--- config.mk ---
export PLATFORM = sky130hd
export DESIGN_NAME = tmap_tile_draw
export DESIGN_NICKNAME = d
export VERILOG_FILES = /design/src/source/tmap_pkg.sv /design/src/source/tmap_tile_draw.sv
export SDC_FILE = /design/constraint.sdc
export NUM_CORES = 1
export LEC_CHECK = 0
export BUFFER_PORTS_ARGS = -buffer_cell sky130_fd_sc_hd__buf_2
export CORE_ASPECT_RATIO = 0.9
export CORE_MARGIN = 3
export CORE_UTILIZATION = 45
export DETAILED_ROUTE_END_ITERATION = 7
export GPL_ROUTABILITY_DRIVEN = 0
export MAX_ROUTING_LAYER = met4
export PLACE_DENSITY = 0.83
export RECOVER_POWER = 25
export SETUP_SLACK_MARGIN = 0.3
export SYNTH_ARGS = -nofsm -noshare
export SYNTH_HDL_FRONTEND = slang
export SYNTH_SLANG_ARGS = --single-unit
--- constraint.sdc ---
create_clock -name clk -period 2.14 [get_ports clk]
set_input_delay 0.428 -clock clk [delete_from_list [all_inputs] [get_ports clk]]
set_output_delay 0.428 -clock clk [all_outputs]
set_load 0.1 [all_outputs]
--- src/source/tmap_pkg.sv ---
`default_nettype none

/* Scroll tile-map layer shared types
   Tile job and pixel formats, attribute word layout, visible line limit */

package tmap_pkg;

    // Field widths
    localparam int CODE_W  = 13;
    localparam int PAL_W   = 5;
    localparam int COLOR_W = 4;

    // Attribute word layout
    localparam int ATTR_PAL_LSB   = 0;
    localparam int ATTR_HFLIP_BIT = 14;

    // Lines from here on draw nothing
    localparam logic [8:0] VISIBLE_LINES = 9'd224;

    // One column tile handed to the draw engine
    typedef struct packed {
        logic [CODE_W-1:0] code;
        logic              hflip;
        logic [PAL_W-1:0]  palette;
        // Screen x of leftmost pixel
        logic [8:0]        xpos;
        // Row inside the tile
        logic [3:0]        ysub;
    } tile_job_t;

    // Line buffer entry
    // Color 0 is transparent, all zero is background
    typedef struct packed {
        logic [PAL_W-1:0]   palette;
        logic [COLOR_W-1:0] color;
    } pixel_t;

endpackage

`default_nettype wire
--- src/source/tmap_tile_draw.sv ---
`timescale 1ns/100ps
`default_nettype none

/* Scroll layer draw engine
   Reads two tile ROM words per job, writes opaque pixels to the line buffer */

module tmap_tile_draw #(
    parameter int LINE_AW = 9
) (
    input  wire                      clk,
    input  wire                      rst,
    input  wire                      job_valid,
    input  wire tmap_pkg::tile_job_t job,
    input  wire                      rom_ok,
    input  wire  [31:0]              rom_data,
    output logic                     job_ready,
    output logic [19:2]              rom_addr,
    output logic                     rom_cs,
    output logic                     buf_we,
    output logic [LINE_AW-1:0]       buf_addr,
    output tmap_pkg::pixel_t         buf_din
);

    tmap_pkg::tile_job_t          dr_job;
    logic                         busy;
    logic                         drawing;
    logic                         half;
    logic [2:0]                   cnt;
    logic [31:0]                  pix_word;
    logic [3:0]                   pix_off;
    logic [tmap_pkg::COLOR_W-1:0] nibble;
    logic                         take;
    logic                         word_in;

    // Idle only, so a single job is in flight here
    assign job_ready = !busy;
    assign take      = job_valid && job_ready;
    assign word_in   = rom_cs && rom_ok;

    // Row word address, half selects pixels 0-7 or 8-15
    assign rom_addr = {dr_job.code, dr_job.ysub, half};

    // Leftmost pixel sits in the top nibble
    assign nibble  = pix_word[31 -: tmap_pkg::COLOR_W];
    // Flip mirrors the index over both halves
    assign pix_off = {half, cnt} ^ {4{dr_job.hflip}};

    // Wraps around the bank
    assign buf_addr = LINE_AW'(dr_job.xpos) + LINE_AW'(pix_off);
    assign buf_we   = drawing && (nibble != '0);
    assign buf_din  = '{palette: dr_job.palette, color: nibble};

    always_ff @(posedge clk, posedge rst) begin
        if (rst) begin
            busy    <= 1'b0;
            rom_cs  <= 1'b0;
            drawing <= 1'b0;
            half    <= 1'b0;
            cnt     <= 3'd0;
        end else begin
            // New job starts with the first half
            if (take) begin
                busy   <= 1'b1;
                rom_cs <= 1'b1;
                half   <= 1'b0;
            end
            if (word_in) begin
                rom_cs  <= 1'b0;
                drawing <= 1'b1;
                cnt     <= 3'd0;
            end
            // Eight pixels per word, one per cycle
            if (drawing) begin
                cnt <= cnt + 3'd1;
                if (&cnt) begin
                    drawing <= 1'b0;
                    if (!half) begin
                        half   <= 1'b1;
                        rom_cs <= 1'b1;
                    end else begin
                        busy <= 1'b0;
                    end
                end
            end
        end
    end

    // Job copy and pixel shifter
    always_ff @(posedge clk) begin
        if (take) begin
            dr_job <= job;
        end
        if (word_in) begin
            pix_word <= rom_data;
        end else if (drawing) begin
            pix_word <= pix_word << tmap_pkg::COLOR_W;
        end
    end

    // ROM request held until acknowledged
    assert property (@(posedge clk) disable iff (rst)
        rom_cs && !rom_ok |=> rom_cs && $stable(rom_addr));

endmodule

`default_nettype wire

## Word-level counts from Yosys, hierarchy flattened

Cells that the tools add are included.

- Bits in registers: 71
- Word-level logic and storage cells: 41
- Output and inout bits: 39

- Reduce and logical (&&, ||, !) cells: 7
- Add/subtract/negate cells: 2
- Bitwise logic cells: 1
- Multiplexer cells: 20

Operators with widths:

| cell | count |
|---|---|
| $mux W32 | 2 |
| $mux W1 | 16 |
| $add A9 B4 Y9 | 1 |
| $mux W3 | 2 |
| $reduce_bool A4 Y1 | 1 |
| $xor A4 B4 Y4 | 1 |
| $add A3 B1 Y3 const B | 1 |
| $logic_and A1 B1 Y1 | 3 |
| $reduce_and A3 Y1 | 1 |
| $reduce_bool A2 Y1 | 1 |
| $logic_not A1 Y1 | 1 |

## Longest topological paths before layout

Gate-level depths: netlist of run 1.

- Depth in word-level cells: 7
- Mapped depth: 7
- Depth with buffers taken out: 7

## Worst setup path after synthesis of run 1

OpenSTA, ideal clock, no wires.

- Path kind: register -> output
- From: register dr_job[18] (netlist bit)
- To: output port buf_addr[6]
- Path slack: -1.402 ns
- Buffers on the path: 0
- Cell stages (with the launch flop): 8
- Arrival: 3.114 ns
- Path through: edfxtp_1 -> xor2_1 -> ha_1 -> inv_1 -> fa_1 -> nand2b_1 -> a211oi_1 -> xor2_1

- Cells in the longest elaborated chain, start to end: 2

RTL lines:

| what | RTL line | text |
|---|---|---|
| start: declaration | tmap_tile_draw.sv:24 | `tmap_pkg::tile_job_t dr_job;` |
| start signal: assignment | tmap_tile_draw.sv:91 | `dr_job <= job;` |
| $xor A4 B4 Y4 | tmap_tile_draw.sv:46 | `assign pix_off = {half, cnt} ^ {4{dr_job.hflip}};` |
| $add A9 B4 Y9 | tmap_tile_draw.sv:49 | `assign buf_addr = LINE_AW'(dr_job.xpos) + LINE_AW'(pix_off);` |
| end: declaration | tmap_tile_draw.sv:20 | `output logic [LINE_AW-1:0] buf_addr,` |

Every way passes these cells.

## Final worst setup path of run 1

- From: register dr_job[18] (netlist bit)
- To: output port buf_addr[7]

The elaborated chain is that of the path after synthesis.

==> results of run 1 <==
-- worst max-delay path, stage by stage, from the launching register on --
cell,delay (ns)
edfxtp_1,0.45
buf_6,0.17
buf_6,0.11
xor2_1,0.14
ha_2,0.40
nand3_2,0.09
o22a_4,0.24
o32ai_4,0.32
buf_12,0.22
-- routing by layer --
layer | routed length [um] | track usage (%)
met5 | 0 | -
met4 | 91 | 7.34
met3 | 454 | 4.34
met2 | 3290 | 25.9
met1 | 2360 | 18.4
-- how the worst min path moves through the flow --
stage / start / end
finish: rst / drawing
global route: rst / cnt[2]
CTS: rst / drawing
detailed placement: rst / half
global placement: rst / drawing
floorplan: rst / busy
-- per-stage QoR --
step | cells | setup TNS [ns] | total power [uW] | setup slack, ns
after global placement | 382 | -1.22 | 6250 | -0.314
after CTS | 401 | -4.84 | 7410 | -0.740
after detailed placement | 382 | -1.81 | 6390 | -0.426
after global routing | 406 | -5.85 | 7860 | -0.865
after floorplan | 198 | -2.89 | 5370 | -0.607
final | 406 | -4.99 | 7520 | -0.757
-- registers in the layout, summed over array words and instances, names as in the netlist --
signal    flops
buf_din       5
busy          1
drawing       1
cnt           3
rom_cs        1
pix_word     32
rom_addr     17
half          1
dr_job       10
-- logic make-up (layout without fill, tap and decap cells) --
kind of cell | Yosys count | count (layout) | synth area share [%]
adder cells (fa/ha/maj) | 7 | 7 | 2.95
flip-flops | 71 | 71 | 65.1
AND/OR/NAND/NOR | 24 | 24 | 3.65
buffers and inverters | 39 | 157 | 8.43
AO/OA/AOI/OAI | 17 | 17 | 3.50
multiplexers | 30 | 30 | 13.6
XOR/XNOR | 10 | 10 | 2.72
-- cells in the mapped netlist (3+ instances only) --
master,count,area (um^2)
edfxtp_1,64,1920
buf_4,27,203
mux2_4,27,405
nand2_1,9,33.8
inv_1,8,30.0
a21oi_1,7,35.0
dfrtp_1,7,175
xor2_1,7,61.3
ha_1,6,75.1
and3_1,4,25.0
o21ai_0,4,20.0
buf_6,3,33.8
nand4_1,3,18.8
nor2_1,3,11.3
xnor2_1,3,26.3
-- area by class of cell --
type	count	area, um^2
Clock buffer	9	124
Clock inverter	7	40.0
Timing Repair inverter	1	7.51
Fill cell	481	2320
Inverter	8	37.5
Sequential cell	71	2100
Tap cell	90	113
Timing Repair Buffer	132	895
Multi-Input combinational cell	88	1130
-- power breakdown --
part           internal, uW  switching [uW]
clock network           408             470
logic                  1670            2660
registers              2110             196
-- repair_timing --
item                                    CTS  global route
gates resized for setup                   9            14
endpoints found under the setup margin   10            42
gates cloned                              0             1
pin swaps                                 7            11
setup buffers                             3             4
==> flow_summary.json, run 1 <==
{
  "status": "complete, but fails checks",
  "violations": "setup timing",
  "grt_pass1_vias": 2064,
  "powerDensity_nw_per_um2": 1690,
  "cts_made_buffers": 9,
  "io_pins": 107,
  "synth_cell_types": 28,
  "synth_ff_type": "edfxtp_1",
  "routed_via_density": 4.75,
  "dr.pass1.iters": 4,
  "ir_worst_vdd_uv": 802,
  "drc": 0,
  "fmax_mhz": 345,
  "end_kind": "output port",
  "antenna_found_initial": 0,
  "timing.rr.end": "pix_word[22]",
  "ys_async_sr_fraction_pct": 9.86,
  "synth_nets": 273,
  "worstSetupPathType": "register to output port",
  "drt.antenna.violating_nets": 0,
  "crit_start": "dr_job[18]",
  "rsz0062_at_grt": "true",
  "synth_cells": 198,
  "clock-sinks": 71,
  "fin_area_um2": 4440,
  "drive_above_1_share_pct": 65.5,
  "first_iter_violations": 71,
  "routed_wl_um": 6190,
  "leakagePower_uw": 0.00192,
  "synth_area_um2": 3220,
  "cts_buffer_depth": 2,
  "ys_seq_elements": 71,
  "grt_max_degree": 35,
  "synth_edf_count": 64,
  "r2r-start": "rom_cs",
  "utilization_pct": 65.7,
  "cap_violations": 0,
  "grt_pass1_wl_um": 9490,
  "hp-class": "primary input to asynchronous set/reset pin",
  "critPathRequiredTime_ns": 1.71,
  "yosysWarningCount": 0,
  "reg2reg_depth": 4,
  "timing.final.ws_setup_ns": -0.757,
  "cts-root-buf": "clkbuf_8",
  "synth_area_per_cell_um2": 16.3,
  "dieHeight_um": 86.2,
  "final_common_cell": "buf_2",
  "tightest_slew_ns": 0.500,
  "row_count": 28,
  "hold_viol": 0,
  "r2r_slack_ns": 0.40,
  "clkSlewWorstSetupHoldPaths_ns": 0.07,
  "wl_per_cell_um": 15.3,
  "placed_area_um2": 4100,
  "start_kind": "register",
  "syn_to_final_growth_pct": 37.9,
  "finClkSkew_ns": 0.00711,
  "coreArea_um2": 6760,
  "portBuffers": 106,
  "die_w_um": 95.2,
  "htree_levels": 3,
  "vias": 1928,
  "cp_max_fo": 3,
  "start_util_pct": 47.6,
  "grt_remaining_overflow": 0,
  "crit_end": "buf_addr[7]",
  "hold_ws_ns": 0.0230,
  "grt_usage_pct": 15.9,
  "antenna_cells": 0,
  "ys_seq_area_share_pct": 65.1,
  "finalCritPeriodShare_pct": 135,
  "cts_tree": "built",
  "most-common-layout-cells": "buf_2, edfxtp_1, mux2_4",
  "nets": 386,
  "slew_headroom_pct": 66.9,
  "postCtsHoldBufs": 0,
  "hpwl_um": 4360,
  "setup_viol_count_final": 8,
  "slew_violations": 0,
  "min_period_ns": 2.90,
  "die_area_um2": 8210,
  "clock_latency_ns": 0.33,
  "cp.arrival_ns": 2.47
}
Power figures use the tool's default switching activity.
==> run 2: changes to the inputs <==
--- a/config.mk
+++ b/config.mk
@@ -15,6 +15,7 @@
 export PLACE_DENSITY = 0.83
 export RECOVER_POWER = 25
 export SETUP_SLACK_MARGIN = 0.3
+export SKIP_CTS_REPAIR_TIMING = 1
 export SYNTH_ARGS = -nofsm -noshare
 export SYNTH_HDL_FRONTEND = slang
 export SYNTH_SLANG_ARGS = --single-unit
==> run 2 against run 1 <==
Net effect: the run still ends with setup timing left; count of clock-buffer cells in the layout is the same; worst setup slack improved by 0.037 ns; design area fell by 1.1%; wire length fell by 2.5%; worst hold slack worse by 0.0040 ns; combinational power shrank 2%; sequential power is essentially flat; die area unchanged; via count decreased by 0.73%; clock power hardly changed; clock skew is 0.00088 ns lower; critical endpoint unchanged; highest routed layer unchanged.
==> flow_summary.json, run 2 (synthesized netlist as in run 1, its figures left out) <==
{
  "dr.pass1.iters": 4,
  "path_cells": "buf_4, buf_6, xor2_1, ha_2, nand3_2, o22a_4, o32ai_4, buf_12",
  "fin_cells": 402,
  "finClkSkew_ns": 0.00623,
  "fmax_mhz": 350,
  "hpwl_um": 4360,
  "routed_wl_um": 6040,
  "crit_end": "buf_addr[7]",
  "die_area_um2": 8210,
  "hold_ws_ns": 0.0190,
  "final_common_cell": "buf_2",
  "start_util_pct": 47.6,
  "drt.antenna.violating_nets": 0,
  "antenna_cells": 0,
  "start_kind": "register",
  "dieHeight_um": 86.2,
  "power.switching_uw": 3300,
  "rsz0062_at_grt": "true",
  "grt_max_degree": 35,
  "largest_register_ffs": 32,
  "crit_slowest_cell": "edfxtp_1",
  "htree_levels": 3,
  "setup_tns_ns": -4.74,
  "vias": 1914,
  "ir_worst_vdd_uv": 802,
  "status": "complete, but fails checks",
  "coreArea_um2": 6760,
  "min_period_ns": 2.86,
  "cp.arrival_ns": 2.43,
  "timing.rr.end": "pix_word[22]",
  "leakagePower_uw": 0.00189,
  "grt_usage_pct": 15.6,
  "worstSetupPathType": "register to output port",
  "slowest_delay_ns": 0.47,
  "io_pins": 107,
  "drive_above_1_share_pct": 65.7,
  "dp.cells": 382,
  "grt_pass1_wl_um": 9350,
  "reg2reg_depth": 4,
  "portBuffers": 106,
  "cts_made_buffers": 9,
  "hold_viol": 0,
  "fill_cells": 495,
  "cts_tree": "built",
  "cp_max_fo": 3,
  "cts_buffer_depth": 2,
  "timing.final.ws_setup_ns": -0.720,
  "antenna_found_initial": 0,
  "end_kind": "output port",
  "r2r_slack_ns": 0.41,
  "powerDensity_nw_per_um2": 1690,
  "clock_latency_ns": 0.32,
  "drc": 0,
  "comb_power_share_pct": 57.3,
  "setup_viol_count_final": 8,
  "regMostFlops": "pix_word",
  "slew_headroom_pct": 66.9,
  "nets": 382,
  "grt_pass1_vias": 2046,
  "clock-sinks": 71,
  "clockPowerShare_pct": 11.8,
  "syn_to_final_growth_pct": 36.5,
  "row_count": 28,
  "clkSlewWorstSetupHoldPaths_ns": 0.07,
  "cap_violations": 0,
  "internal-power_uw": 4130,
  "utilization_pct": 65.0,
  "most-common-layout-cells": "buf_2, edfxtp_1, mux2_4",
  "cts-root-buf": "clkbuf_8",
  "critPathRequiredTime_ns": 1.71,
  "power_frac_seq_pct": 30.9,
  "hp-class": "primary input to asynchronous set/reset pin",
  "r2r-start": "rom_cs",
  "routed_via_density": 4.76,
  "crit_start": "dr_job[18]",
  "slew_violations": 0,
  "finalCritPeriodShare_pct": 134,
  "violations": "setup timing",
  "switching_share_pct": 44.4,
  "first_iter_violations": 91,
  "tightest_slew_ns": 0.500,
  "grt_remaining_overflow": 0,
  "die_w_um": 95.2,
  "wl_per_cell_um": 15.0
}
## run 2: cell types whose count changed in the layout (fill, tap and decap cells not counted), sizes merged
cell,delta
buf,-4
## run 2: power by group through the flow
stage / clock network (uW) / registers (uW) / logic, uW
final: 876 / 2300 / 4260
after global routing: 972 / 2350 / 4450
after CTS: 908 / 2300 / 4070
after detailed placement: 0 / 2320 / 4060
after global placement: 0 / 2290 / 3960
after floorplan: 0 / 2330 / 3040
## run 2: per-layer routing
metal  track usage (%)  part of all wire (%)
met5                 -                     0
met4              6.55                   1.4
met3              4.34                   7.1
met2              25.3                    53
met1              18.3                    39
## run 2: cell type report
| cell class | count | area, um^2 | area share [%] |
|---|---|---|---|
| clock buffers | 9 | 124 | 2.82 |
| clock inverters | 7 | 40.0 | 0.911 |
| inverters | 8 | 37.5 | 0.854 |
| multi-input cells | 88 | 1120 | 25.4 |
| flip-flops and latches | 71 | 2100 | 47.8 |
| well taps | 90 | 113 | 2.56 |
| repair buffers | 128 | 857 | 19.5 |
| repair inverters | 1 | 7.51 | 0.171 |
## run 2: worst min-delay path by stage
stage | start | end | slack (ns) | depth (start not counted)
2_1_floorplan | rst | busy | 0.23 | 1
3_3_place_gp | rst | drawing | 0.37 | 2
3_5_place_dp | rst | half | 0.37 | 2
4_1_cts | rst | drawing | 0.01 | 2
5_1_grt | rst | cnt[2] | 0.03 | 2
6_report | rst | rom_cs | 0.02 | 2
## run 2: worst max-delay path, delay by kind of cell (launching register included)
kind,cells,cell delay [ns]
adders and majority gates,1,0.39
and+or+nand+nor,1,0.11
xor gates and xnor gates,1,0.14
AOI/OAI and AO/OA,2,0.49
buffers and inverters,3,0.50
DFF,1,0.47
## run 2: through the flow
step                      cell area [um^2]  worst slack (ns)  power (uW)
final                                 4390            -0.720        7440
after global routing                  4390            -0.838        7770
after CTS                             4260            -0.805        7280
after detailed placement              4100            -0.426        6390
after global placement                4100            -0.314        6250
after floorplan                       3400            -0.607        5370
