$ cat config.mk
export PLATFORM = sky130hd
export DESIGN_NAME = tmap_column_fetch
export DESIGN_NICKNAME = d
export VERILOG_FILES = /design/src/source/tmap_pkg.sv /design/src/source/tmap_column_fetch.sv
export SDC_FILE = /design/constraint.sdc
export NUM_CORES = 1
export LEC_CHECK = 0
export ABC_AREA = 1
export BUFFER_PORTS_ARGS = -buffer_cell sky130_fd_sc_hd__buf_2
export CELL_PAD_IN_SITES_DETAIL_PLACEMENT = 1
export CELL_PAD_IN_SITES_GLOBAL_PLACEMENT = 1
export CORE_UTILIZATION = 40
export DETAILED_ROUTE_END_ITERATION = 16
export PLACE_DENSITY_LB_ADDON = 0.1
export SYNTH_ARGS = -nofsm -noshare
export SYNTH_HDL_FRONTEND = slang
export SYNTH_SLANG_ARGS = --single-unit
export TNS_END_PERCENT = 20
$ cat constraint.sdc
create_clock -name clk -period 2 [get_ports clk]
set_input_delay 0.2 -clock clk [delete_from_list [all_inputs] [get_ports clk]]
set_output_delay 0.2 -clock clk [all_outputs]
set_load 0.005 [all_outputs]
$ cat src/source/tmap_pkg.sv
`default_nettype none

/* Scroll tile-map layer shared types
   Tile job and pixel formats, attribute word layout, visible line limit */

package tmap_pkg;

    // Field widths
    localparam int CODE_W  = 13;
    localparam int PAL_W   = 5;
    localparam int COLOR_W = 4;

    // Attribute word layout
    localparam int ATTR_PAL_LSB   = 0;
    localparam int ATTR_HFLIP_BIT = 14;

    // Lines from here on draw nothing
    localparam logic [8:0] VISIBLE_LINES = 9'd224;

    // One column tile handed to the draw engine
    typedef struct packed {
        logic [CODE_W-1:0] code;
        logic              hflip;
        logic [PAL_W-1:0]  palette;
        // Screen x of leftmost pixel
        logic [8:0]        xpos;
        // Row inside the tile
        logic [3:0]        ysub;
    } tile_job_t;

    // Line buffer entry
    // Color 0 is transparent, all zero is background
    typedef struct packed {
        logic [PAL_W-1:0]   palette;
        logic [COLOR_W-1:0] color;
    } pixel_t;

endpackage

`default_nettype wire
$ cat src/source/tmap_column_fetch.sv
`timescale 1ns/100ps
`default_nettype none

/* Scroll layer column fetcher
   Reads scroll and map words per 16-pixel column, issues tile jobs */

module tmap_column_fetch (
    input  wire                      clk,
    input  wire                      rst,
    input  wire                      hs,
    input  wire                      page,
    input  wire  [ 3:0]              col_cfg,
    input  wire  [ 8:0]              vrender,
    input  wire  [15:0]              lut_data,
    input  wire  [ 7:0]              col_data,
    input  wire                      job_ready,
    output logic [11:0]              lut_addr,
    output logic [ 7:0]              col_addr,
    output logic                     job_valid,
    output tmap_pkg::tile_job_t      job,
    output logic                     fetch_done
);

    logic [4:0]                  col_cnt;
    logic [1:0]                  st;
    logic                        done;
    logic [7:0]                  yscr;
    logic [7:0]                  xscr;
    logic [tmap_pkg::CODE_W-1:0] code;
    logic [8:0]                  eff_h;
    logic [8:0]                  eff_v;
    logic [3:0]                  cfg_neg;
    logic [4:0]                  col_start;
    logic                        skip_line;
    logic                        advance;
    logic                        slot_free;
    logic                        take;

    // Config 1 starts at column 0, others skip the leftmost columns
    assign cfg_neg   = 4'd0 - col_cfg;
    assign col_start = (col_cfg == 4'd1) ? 5'd0 : {cfg_neg, 1'b0};
    assign skip_line = (vrender >= tmap_pkg::VISIBLE_LINES) || (col_cfg == 4'd0);

    // Scrolled map coordinates
    assign eff_v = vrender + {1'b0, yscr};
    assign eff_h = {col_cnt, 4'd0} + {1'b0, xscr};

    // st[0] picks code or attribute word
    assign lut_addr = {page, 1'b1, st[0], eff_v[7:4], eff_h[8:4]};
    // Scroll pair shared by two columns, st[0] picks y or x
    assign col_addr = {col_cnt[4:1], st[0], 3'd0};

    assign advance    = !hs && !done && !skip_line;
    // Output slot empty or emptying on this edge
    assign slot_free  = !job_valid || job_ready;
    assign take       = advance && (st == 2'd3) && slot_free;
    assign fetch_done = done;

    always_ff @(posedge clk, posedge rst) begin
        if (rst) begin
            col_cnt   <= 5'd0;
            st        <= 2'd0;
            done      <= 1'b0;
            job_valid <= 1'b0;
        end else if (hs) begin
            // Restart for the next line
            col_cnt   <= col_start;
            st        <= 2'd0;
            done      <= 1'b0;
            job_valid <= 1'b0;
        end else begin
            if (job_valid && job_ready) begin
                job_valid <= 1'b0;
            end
            // Nothing to draw on this line
            if (!done && skip_line) begin
                done <= 1'b1;
            end
            // Step 3 stalls until the slot frees up
            if (advance && (st != 2'd3 || slot_free)) begin
                st <= st + 2'd1;
            end
            if (take) begin
                job_valid <= 1'b1;
                col_cnt   <= col_cnt + 5'd1;
                done      <= &col_cnt;
            end
        end
    end

    // Scroll, code and job payload
    always_ff @(posedge clk) begin
        if (advance && st == 2'd0) begin
            yscr <= col_data;
        end
        if (advance && st == 2'd1) begin
            xscr <= col_data;
        end
        if (advance && st == 2'd2) begin
            code <= lut_data[tmap_pkg::CODE_W-1:0];
        end
        if (take) begin
            job.code    <= code;
            job.hflip   <= lut_data[tmap_pkg::ATTR_HFLIP_BIT];
            job.palette <= lut_data[tmap_pkg::ATTR_PAL_LSB +: tmap_pkg::PAL_W];
            job.xpos    <= {col_cnt, 4'd0} - {5'd0, xscr[3:0]};
            job.ysub    <= vrender[3:0] - yscr[3:0];
        end
    end

    // Waiting job stays put until the draw engine takes it
    assert property (@(posedge clk) disable iff (rst || hs)
        job_valid && !job_ready |=> $stable(job));

endmodule

`default_nettype wire

# Word-level counts from Yosys, hierarchy flattened
# Cells that the tools add are included.
# classes
n_addsub	7
n_lt_le_gt_ge	1
eq_ne	5
muxes	11
n_reduce_logical	24
# ops
operator	n
5-bit 2-to-1 mux	3
1-bit logical AND	10
9-bit by 8-bit adder with 9-bit output	1
9-bit by 8-bit >= comparator with 1-bit output, second input constant	1
9-bit by 4-bit subtractor with 9-bit output	1
8-bit adder	1
1-bit 2-to-1 mux	6
3-bit nonzero test	2
5-bit by 1-bit adder with 5-bit output, second input constant	1
5-bit AND reduction	1
2-bit == test, second input constant	2
4-bit by 1-bit == test with 1-bit output, second input constant	1
1-bit logical NOT	4
4-bit logical NOT	1
2-bit 2-to-1 mux	2
2-bit nonzero test	2
1-bit by 4-bit subtractor with 4-bit output, first input constant	1
4-bit subtractor	1
1-bit logical OR	3
2-bit by 1-bit adder with 2-bit output, second input constant	1
2-bit by 1-bit == test with 1-bit output, second input constant	1
2-bit logical NOT	1
2-bit inequality test, second input constant	1
# totals
reg_bits	70
in_bits	42
out_inout_bits	54
elab_cells	60

# Logic depth before layout (Yosys ltp)
# Gate-level depths: netlist (run 1).
# logic_depth
depth_word	8
mapped_depth	11
ltp_nobuf	11

# Worst setup path after synthesis (run 1)
# OpenSTA, ideal clock, no wires.
# synth_path
path_type	register to register
start	register st[0]
end	register job[0] (netlist name) (enable)
setup_time_ps	387
t_arrival_ps	1455
required_ps	1613
path_slack_ps	159
path_stages_with_launch	4
n_path_buf	0
synth_period_minus_slack_ps	1841
path_cell_list	dfrtp_1 ha_1 nand4_4 inv_1
# synth_between
elab_chain_cells	3
# synth_rtl
element	line_no	rtl
start: declaration	tmap_column_fetch.sv:25	logic [1:0] st;
start signal: assignment	tmap_column_fetch.sv:81	st <= st + 2'd1;
2-bit == test	tmap_column_fetch.sv:56	assign take = advance && (st == 2'd3) && slot_free;
1-bit logical AND (2 in a row)	tmap_column_fetch.sv:56	
named net take	tmap_column_fetch.sv:37	logic take;
end: declaration	tmap_column_fetch.sv:20	output tmap_pkg::tile_job_t job,
# The timed path passes the listed nets, and every way through them passes these cells.
# A chain may end at the register's enable or synchronous reset.

# Final worst setup path (run 1)
# layout_path
start	register yscr[1]
end	output port lut_addr[5]
# layout_between
elab_chain_cells	1
# layout_rtl
element	line_no	rtl
start: declaration	tmap_column_fetch.sv:27	logic [7:0] yscr;
start signal: assignment	tmap_column_fetch.sv:94	yscr <= col_data;
8-bit adder	tmap_column_fetch.sv:45	assign eff_v = vrender + {1'b0, yscr};
end: declaration	tmap_column_fetch.sv:17	output logic [11:0] lut_addr,
# Every way passes these cells.

==> metrics.txt, run 1 <==
status=finished clean; dpl cell area=3860 sq um; startpoint types=flip-flop; Yosys top cell by area=edfxtp_1; clk_skew=0.0122 ns; initial antenna violation count=0; max-slew violations=0; CTS buffer count=9; FF-to-FF setup slack=0.42 ns; H-tree levels=3; RR Endpoint=job[23]$_DFFE_PP_; die height=93.7 um; Netlist cell types=30; CTS tree=built; CP max FO=3; Leakage=1.91 nW; CTS Buffer Depth=2; Post-synth EDFFs=61; sequential share of the synthesized area=approximately 61%; final worst path period share=98.5%; vias in the first global route=2230; DRT antenna net count=0; FF+latch count, synth=70; first-pass GRT wire length=10600 um; area grow syn2layout=24.3%; Synth top cells by count=edfxtp_1 (61), nand2_1 (50), inv_1 (41); Chip Width=93.7 um; die footprint=around 8800 sq um; post-synthesis mux area share=0%; main combinational cell family by area after synthesis=simple AND/OR/NAND/NOR gates; worst-skew pair later-pin latency=0.34 ns; Reg area=2060 sq um; # port buffers=87; r2r worst-path depth=4; CTS clk-pin slew, worst paths=0.08 ns; critical path's largest stage delay=0.41 ns; final instance area=4180 sq um; Fillers=929; initial drt markers=69; WP data arrival=1.77 ns; drt wl/cell=13.7 um; Hold EP=job[18]$_DFFE_PP_; Max IR drop VDD=0.000381 V; antenna cells=0; GRT overflow=0; Crit path max-delay family=flip-flops; via count=2283; HP Class=in2reg; async set or reset register ratio after synthesis=12.9%; Synth Cell Area=3360 sq um; I/O pin total=96; Required @ worst endpoint=1.80 ns; Max Clk Rate=507 MHz; DR vias/cell=4.66; final WL=about 6700 um; XOR/XNOR Fraction of Synth Area=3.91%; Detailed Place HPWL=5210 um; Bufs and invs on worst path=3; DRC Markers=0; Slowest-stage cell, CP=edfxtp_1; compound-gate portion of the synthesized area=between 3 and 4%; most frequent CP cell=nand2_2; final worst path period need=1.97 ns; Area contributors post-synth=edfxtp_1 (54%), ha_1 (8.6%), dfrtp_1 (6.7%); GRT Total Usage=16.3%; Layout Nets=447; final hold vios=0; Synth Area in Adders=9.75%; HP Start=lut_data[14]; Core Area=roughly 8000 sq um; Clock Sinks=70; Initial Util=41.1%; unrepaired setup endpoints after global routing=true; type of the worst setup path=reg2out; most common cell in the netlist=edfxtp_1; Synth Area in Simple Gates=around 12%; total iterations of the first detailed-routing run=4; share of post-route cells with drive strength above 1=36.1%; Worst setup EP type=output port; final setup vio count=0; R2R Path Start=st[0]$_DFFE_PP0P_; CTS Root Cell=clkbuf_8; CP Cell Sequence=inv_1, ha_1, inv_2, nand2_2, nand2_2, nand2_2, nand2_2, nand2_1, nand2_1, xor2_1, buf_2; Main synth FF type=edfxtp_1; area share of the largest cell type after synthesis=a little over half; Avg Cell Area, Syn=11.7 sq um; area of the multi-input gates=1080 sq um; FP Rows=33; max-cap violations=0; hold path depth=1; largest net degree at the start of global routing=33; Setup TNS=0 ns; Placer Congestion=0.758; YS warnings=0; PD cells=820 nW/um^2; Synth Instances=288
-- power breakdown --
part | switching (mW) | leakage, nW | internal, mW
clock | 0.522 | 0.108 | 0.701
sequential | 0.0397 | 0.664 | 1.64
combinational | 0.291 | 1.14 | 0.229
-- stage by stage --
stage / power, mW / hold slack (ns) / setup slack, ns / cells / utilization [%]
final: 3.42 / 0.0367 / 0.0291 / 490 / 51.1
after global routing: 3.60 / 0.0242 / -0.0991 / 490 / 51.1
after CTS: 3.45 / 0.0264 / 0.00379 / 488 / 50.3
after detailed placement: 2.21 / 0.200 / 0.196 / 470 / 47.2
after global placement: 2.19 / 0.193 / 0.229 / 470 / 47.2
after floorplan: 2.07 / 0.0279 / 0.159 / 290 / -
-- cell type report --
| cell class | instances | area share, % |
|---|---|---|
| Sequential cell | 70 | 49.3 |
| Clock inverter | 6 | 2.07 |
| Clock buffer | 10 | 3.05 |
| Multi-Input combinational cell | 156 | 25.8 |
| Inverter | 46 | 4.13 |
| Tap cell | 105 | 3.14 |
| Timing Repair Buffer | 97 | 12.6 |
-- placed cells by master (no fill, tap or decap), types with 2 or more instances in the layout --
master | synthesis | routed
conb_1 | 2 | 4
buf_2 | 1 | 87
xor2_1 | 11 | 11
clkinv_4 | 0 | 2
buf_4 | 17 | 8
nand3_1 | 19 | 18
o21ai_0 | 5 | 2
nand2_2 | 1 | 5
nand4_1 | 3 | 3
inv_1 | 41 | 38
nor2_1 | 13 | 13
edfxtp_1 | 61 | 61
xnor2_1 | 4 | 4
a21oi_1 | 6 | 6
inv_2 | 5 | 8
clkbuf_8 | 0 | 9
nand2_1 | 50 | 46
o21ai_1 | 3 | 4
o21ai_2 | 1 | 3
ha_4 | 0 | 3
ha_1 | 23 | 19
bufinv_16 | 0 | 2
nor2_2 | 2 | 2
dfrtp_1 | 9 | 8
-- metal layers --
metal  part of all wire [%]  GRT usage (%)  vias to the layer above
met5                      0              0                        -
met4                    1.1           5.00                        0
met3                    5.8           4.29                        6
met2                     48           27.0                       71
met1                     45           20.7                     1087
li1                       -              -                     1119
-- worst register-to-register path, stage by stage, from the launching register on --
cell and delay, ns:
dfrtp_1 0.42, ha_1 0.27, nand4_4 0.20, inv_1 0.16, buf_12 0.21
-- how the worst max path moves through the flow --
stage	start	endpoint	slack, ns	depth (start not counted)
final	yscr[1]$_DFFE_PP_	lut_addr[5]	0.03	11
after global routing	yscr[1]$_DFFE_PP_	lut_addr[5]	-0.1	11
after CTS	yscr[1]$_DFFE_PP_	lut_addr[8]	0.004	11
after detailed placement	col_cnt[1]$_DFFE_PP0P_	lut_addr[4]	0.20	5
after global placement	col_cnt[1]$_DFFE_PP0P_	lut_addr[4]	0.23	5
after floorplan	st[0]$_DFFE_PP0P_	job[0]$_DFFE_PP_	0.16	3
-- cells by family (layout without fill, tap and decap cells) --
family / after synthesis / after routing
buffers and inverters: 64 / 159
and+or+nand+nor: 92 / 92
AOI/OAI and AO/OA: 20 / 20
adders and majority gates: 25 / 25
xor gates and xnor gates: 15 / 15
other: 2 / 4
DFF: 70 / 70
-- flip-flops by register name, indices dropped and copies added (netlist names) --
name        flops
col_cnt         5
xscr            8
job            32
yscr            8
code           13
st              2
fetch_done      1
job_valid       1
-- timing repair --
action                                  4_1_cts  5_1_grt
pin swaps                                     1        4
hold buffers                                  1        0
endpoints found under the setup margin        5        5
setup buffers                                 1        2
resized for setup                             8       12
cloned                                        0        0
hold endpoints to repair                      9        0
No activity file was read; power rests on OpenSTA's default activity.
==> run 2, diff against run 1 <==
==> constraint.sdc (replaced) <==
create_clock -name clk -period 2 [get_ports clk]
set_input_delay 0.6 -clock clk [delete_from_list [all_inputs] [get_ports clk]]
set_output_delay 0.6 -clock clk [all_outputs]
set_load 0.005 [all_outputs]
==> run 2 against run 1 <==
Effect of this change:
- the flow now finishes with violations (setup timing)
- fmax decreased by 17%
- sequential cell count unchanged
- total power decreased by 1.3%
- combinational power increased by 18%
- clock skew decreased by 0.0083 ns
- routed wire length increased by 7.0%
- first-iteration DRC count decreased by 33%
- highest routed layer unchanged
==> metrics.txt, run 2 (synthesized netlist as in run 1, its figures left out) <==
Required @ worst endpoint=1.40 ns (-0.40 ns); GRT Total Usage=17.9% (+1.7 points); Int Pwr=2.50 mW (-2.8%); final hold vios=0 (unchanged); Chip Width=93.7 um (unchanged); I/O pin total=96 (unchanged); PD cells=772 nW/um^2 (-5.8%); H-tree levels=3 (unchanged); HP Class=in2async; type of the worst setup path=reg2out; Setup WS pre-CTS=-0.425 ns (-0.622 ns); r2r worst-path depth=8 (+4); initial antenna violation count=0 (unchanged); CTS clk-pin slew, worst paths=0.07 ns (about the same); status=finished with violations; final worst path period need=2.39 ns (+0.417 ns); GRT overflow=0 (unchanged); unrepaired setup endpoints after global routing=true; final WL=7200 um (+7.0%); DRT antenna net count=0 (unchanged); most frequent cells in the layout=buf_2 (87), edfxtp_1 (61), nand2_1 (41); Global Route met2 Usage=30.3% (+3.3 points); dpl cell area=4030 sq um (+4.3%); die footprint=8780 sq um (unchanged); clk_skew=0.00390 ns (-0.00827 ns); final setup vio count=8 (+8); CTS Buffer Depth=2 (unchanged); CTS Root Cell=clkbuf_8; RR Endpoint=job[3]$_DFFE_PP_; Leakage=1.99 nW (+4.5%); Clock power frac=32.2% (-3.5 points); CTS tree=built; routing usage on met1=21.9% (+1.2 points); total iterations of the first detailed-routing run=4 (unchanged); WP data arrival=1.79 ns (+0.02 ns); # hold bufs at CTS=0 (-1); final core occ=53.5% (+2.4 points); biggest regs=job (32), code (13); via count=2340 (+2.5%); vias in the first global route=2333 (+4.6%); final worst path period share=119% (+21 points); max-cap violations=0 (unchanged); switching part of the total=26.0% (+1.1 points); CTS buffer count=9 (unchanged); Most Used Layer, Global Route=met2; area grow syn2layout=30.2%; Initial Util=41.1% (unchanged); Worst setup EP type=output port; share of post-route cells with drive strength above 1=42.0% (+5.9 points); antenna cells=0 (unchanged); final worst-path setup slack=-0.388 ns (-0.417 ns); Setup TNS=-2.61 ns (-2.61 ns); final instance area=4380 sq um (+4.7%); die height=93.7 um (unchanged); Clock Sinks=70 (unchanged); Layout Nets=467 (+4.5%); Max Clk Rate=419 MHz (-17%); Reg area=2060 sq um (about the same); Core Area=8180 sq um (unchanged); startpoint types=flip-flop; Detailed Place HPWL=5530 um (+6.0%); # port buffers=87 (unchanged); Placer Congestion=0.736 (-2.9%); Fillers=912 (-1.8%); Sw Pwr=0.878 mW (+3.0%); max-slew violations=0 (unchanged); initial drt markers=46 (-33%); combinational share of power=18.2% (+3.0 points); DR vias/cell=4.59 (-1.5%); R2R Path Start=yscr[1]$_DFFE_PP_; Hold WS=0.222 ns (+0.185 ns); most common cell after layout, fill and taps aside=buf_2; CP max FO=2 (-1); worst-skew pair later-pin latency=0.34 ns (about the same); FP Rows=33 (unchanged); first-pass GRT wire length=11600 um (+9.6%); crit path launch=col_cnt[0]$_DFFE_PP0P_; DRC Markers=0 (unchanged); Reg power frac=49.6% (+0.5 points); Largest register FFs=32 (unchanged); FF-to-FF setup slack=0.18 ns (-0.24 ns); violated checks=setup timing; Largest Register=job; met3 GRT Util=4.37% (+0.081 points); area of the multi-input gates=1120 sq um (+4.2%); largest net degree at the start of global routing=19 (-42%); Max IR drop VDD=0.000382 V (+0.26%); drt wl/cell=14.1 um (+2.8%)
[run 2: changes by cell type in the layout (fill, tap and decap cells not counted), sizes merged]
cell	change
dlygate4sd3	-1
inv	-1
buf	+21
clkinvlp	+3
clkinv	-1
bufinv	-1
[run 2: worst max path at each step]
stage,cells after the start,slack (ns),end
final,6,-0.39,lut_addr[4]
after CTS,10,-0.45,lut_addr[7]
after global placement,11,-0.34,lut_addr[8]
after detailed placement,11,-0.43,lut_addr[8]
after floorplan,6,-0.10,lut_addr[4]
after global routing,10,-0.47,lut_addr[7]
[run 2: worst max-delay path, stage by stage, from the launching register on]
cell     delay, ns
dfrtp_1       0.38
ha_2          0.21
inv_2         0.04
fa_2          0.36
o21ai_2       0.13
xor2_1        0.19
buf_2         0.14
[run 2: area by class of cell]
class | instances | area share [%]
Timing Repair Buffer | 117 | 15.9
Sequential cell | 70 | 47.0
Multi-Input combinational cell | 156 | 25.6
Clock inverter | 6 | 1.43
Inverter | 46 | 4.09
Clock buffer | 10 | 2.92
Tap cell | 105 | 3.00
[run 2: per-stage QoR]
step | power (mW) | cells
final | 3.38 | 510
after global routing | 3.57 | 510
after CTS | 3.40 | 507
after detailed placement | 2.26 | 490
after global placement | 2.23 | 490
after floorplan | 2.07 | 290
[run 2: what timing repair did]
action | in CTS | in global routing
hold endpoints to repair | 0 | 0
setup endpoints to repair | 8 | 8
gates resized for setup | 19 | 15
setup buffers | 1 | 3
pin swaps | 8 | 5
[run 2: power by group through the flow]
stage	clock, mW	combinational (mW)	sequential (mW)
after global placement	0	0.532	1.70
after detailed placement	0	0.550	1.71
after global routing	1.19	0.694	1.68
after CTS	1.13	0.592	1.68
after floorplan	0	0.358	1.71
final	1.09	0.615	1.68
[run 2: routing by layer]
| metal | routed length, um | share of wire, % |
|---|---|---|
| met1 | 3160 | 44 |
| met2 | 3490 | 49 |
| met3 | 399 | 5.5 |
| met4 | 146 | 2.0 |
| met5 | 0 | 0 |
==> run 3, diff against run 2 <==
Settings changed: ABC_AREA 1 to default, CORE_UTILIZATION 40 to 42, CTS_BUF_LIST from default to sky130_fd_sc_hd__clkbuf_8.
==> run 3 against run 2 <==
Effect of this change:
- the run still ends with setup timing left
- sequential share of layout area increased by 2.0 points
- non-clock buffer count rose by 1
- core utilization increased by 4.1 points
- routed wire length down 8.7%
- total power is 1.3% lower
- clock power is 19% higher
- count of clock-buffer cells in the layout down 1
- critical path type unchanged
- fmax down 5.6%
- sequential cell count is the same
- global-route usage down 0.44 points
- register-to-register slack gained 0.14 ns
- largest power group unchanged
==> metrics.txt, run 3 <==
final WL=6570 um (-8.7%); Worst setup EP type=output port; CTS buffer count=9 (unchanged); dpl cell area=3910 sq um (-2.9%); first-pass GRT wire length=10000 um (-14%); YS warnings=0 (unchanged); worst-skew pair later-pin latency=0.34 ns (about the same); clk_skew=0.00840 ns (+0.00450 ns); Layout Nets=405 (-13%); Avg Cell Area, Syn=14.2 sq um (+21%); via count=2074 (-11%); final worst path period share=127% (+7.1 points); max-cap violations=0 (unchanged); DRC Markers=0 (unchanged); final worst-path setup slack=-0.531 ns (-0.143 ns); unrepaired setup endpoints after global routing=true; GRT Total Usage=17.5% (-0.44 points); die height=89.2 um (-4.8%); most frequent cells in the layout=buf_2 (86), edfxtp_1 (61), buf_4 (27); DRT antenna net count=0 (unchanged); CTS tree=built; most common cell in the netlist=edfxtp_1; most common cell after layout, fill and taps aside=buf_2; GRT overflow=0 (unchanged); HP Class=in2async; Least-Margin Pin Slew=roughly 0.67 ns; Post-synth EDFFs=61 (unchanged); H-tree levels=3 (unchanged); biggest regs=job (32), code (13); Yosys top cell by area=edfxtp_1; Synth Cell Area=3190 sq um (-5.1%); Max IR drop VDD=0.000363 V (-5.0%); status=finished with violations; PD cells=794 nW/um^2 (+2.8%); Chip Width=89.2 um (-4.8%); drt wl/cell=14.9 um (+5.3%); CTS clk-pin slew, worst paths=0.08 ns (about the same); total placed cells including tap cells=424 (-13%); CP max FO=4 (+2); initial antenna violation count=0 (unchanged); vias in the first global route=2127 (-8.8%); Main synth FF type=edfxtp_1; WP data arrival=1.93 ns (+0.14 ns); Leakage=1.82 nW (-8.9%); Max-slew headroom=a little over half; CTS Root Cell=clkbuf_8; area share of the largest cell type after synthesis=57.4% (+2.9 points); antenna cells=0 (unchanged); Area contributors post-synth=edfxtp_1 (57%), ha_1 (9.0%), dfrtp_1 (7.1%); Required @ worst endpoint=1.40 ns (about the same); type of the worst setup path=reg2out; Detailed Place HPWL=4930 um (-11%); die footprint=7950 sq um (-9.4%); total iterations of the first detailed-routing run=4 (unchanged); Largest register FFs=32 (unchanged); initial drt markers=37 (-20%); fin cells=442 (-13%); final hold vios=0 (unchanged); DR vias/cell=4.69 (+2.3%); share of post-route cells with drive strength above 1=44.6% (+2.6 points); FF+latch count, synth=70 (unchanged); Fillers=770 (-16%); Synth Instances=225 (-22%); violated checks=setup timing; FP Rows=31 (-6.1%); largest net degree at the start of global routing=32 (+13); async set or reset register ratio after synthesis=12.9% (unchanged); startpoint types=flip-flop; sequential share of the synthesized area=64.5% (+3.3 points); max-slew violations=0 (unchanged); final setup vio count=8 (unchanged); area grow syn2layout=31.6%; Largest Register=job; Synth top cells by count=edfxtp_1 (61), ha_1 (23), inv_1 (21); I/O pin total=96 (unchanged); Core Area=7290 sq um (-11%); Placer Congestion=0.748 (+1.7%); # port buffers=87 (unchanged); Initial Util=43.8% (+2.6 points); final worst path period need=2.53 ns (+0.143 ns); Netlist cell types=37 (+23%); CTS Buffer Depth=2 (unchanged); Max Clk Rate=395 MHz (-5.6%); final instance area=4200 sq um (-4.0%); Clock Sinks=70 (unchanged)
## run 3: metrics by stage
step | hold WS, ns | setup TNS, ns | total power [mW] | util, % | setup WS (ns)
global route | 0.232 | -3.59 | 3.45 | 57.6 | -0.621
finish | 0.210 | -2.93 | 3.34 | 57.6 | -0.531
floorplan | 0.400 | -0.505 | 1.90 | - | -0.176
detailed placement | 0.408 | -11.03 | 2.05 | 53.6 | -0.557
CTS | 0.213 | -3.12 | 3.36 | 57.4 | -0.562
global placement | 0.400 | -9.24 | 2.04 | 53.6 | -0.503
## run 3: path summary, 6_finish.rpt
check | from | endpoint | slack (ns) | cells past startpoint
max | yscr[0]$_DFFE_PP_ | lut_addr[8] | -0.53 | 7
min | rst | col_cnt[4]$_DFFE_PP0P_ | 0.21 | 2
max reg2reg | fetch_done$_DFFE_PP0P_ | code[2]$_DFFE_PP_ | 0.32 | 6
min reg2reg | code[11]$_DFFE_PP_ | job[30]$_DFFE_PP_ | 0.42 | 0
max in group asynchronous | rst | col_cnt[0]$_DFFE_PP0P_ | 1.51 | 2
min in group clk | lut_data[9] | code[9]$_DFFE_PP_ | 0.42 | 1
## run 3: report_power, final
part           switching (mW)  internal [mW]  leakage [nW]
logic                   0.194          0.208          1.04
registers              0.0184           1.62         0.664
clock network           0.580          0.720         0.111
total                   0.793           2.54          1.82
## run 3: critical path, stage by stage, from the launching register on
cell	delay, ns
edfxtp_1	0.41
ha_2	0.19
nor2b_2	0.16
o2111ai_2	0.18
nand3_2	0.14
o31ai_2	0.22
xnor2_1	0.15
buf_2	0.13
## run 3: repair_timing
action	4_1_cts	5_1_grt
buffers inserted	2	0
pin swaps	6	1
endpoints found under the setup margin	8	8
hold buffers	0	0
gates resized for setup	8	5
## run 3: area by class of cell
cell class	instances	area [sq um]	area share, %
flip-flops and latches	70	2060	49.0
inverters	21	78.8	1.88
well taps	99	124	2.95
clock buffers	9	124	2.95
repair buffers	118	724	17.2
multi-input cells	118	990	23.6
clock inverters	7	103	2.44
## run 3: cell families (layout without fill, tap and decap cells)
group / after synthesis / after routing / synth area share, %
AO/OA/AOI/OAI: 24 / 24 / 5.41
XOR/XNOR: 19 / 19 / 5.22
adder cells (fa/ha/maj): 25 / 25 / 10.3
buffers and inverters: 39 / 155 / 6.71
flip-flops: 70 / 70 / 64.5
multiplexers: 4 / 4 / 1.25
other: 2 / 4 / 0.235
AND/OR/NAND/NOR: 42 / 42 / 6.43
## run 3: metal layers
layer | up-vias | track usage [%] | part of all wire [%]
li1 | 1008 | - | -
met1 | 1011 | 18.6 | 40
met2 | 45 | 33.4 | 56
met3 | 10 | 3.42 | 3.2
met4 | 0 | 7.79 | 1.6
met5 | - | 0 | 0
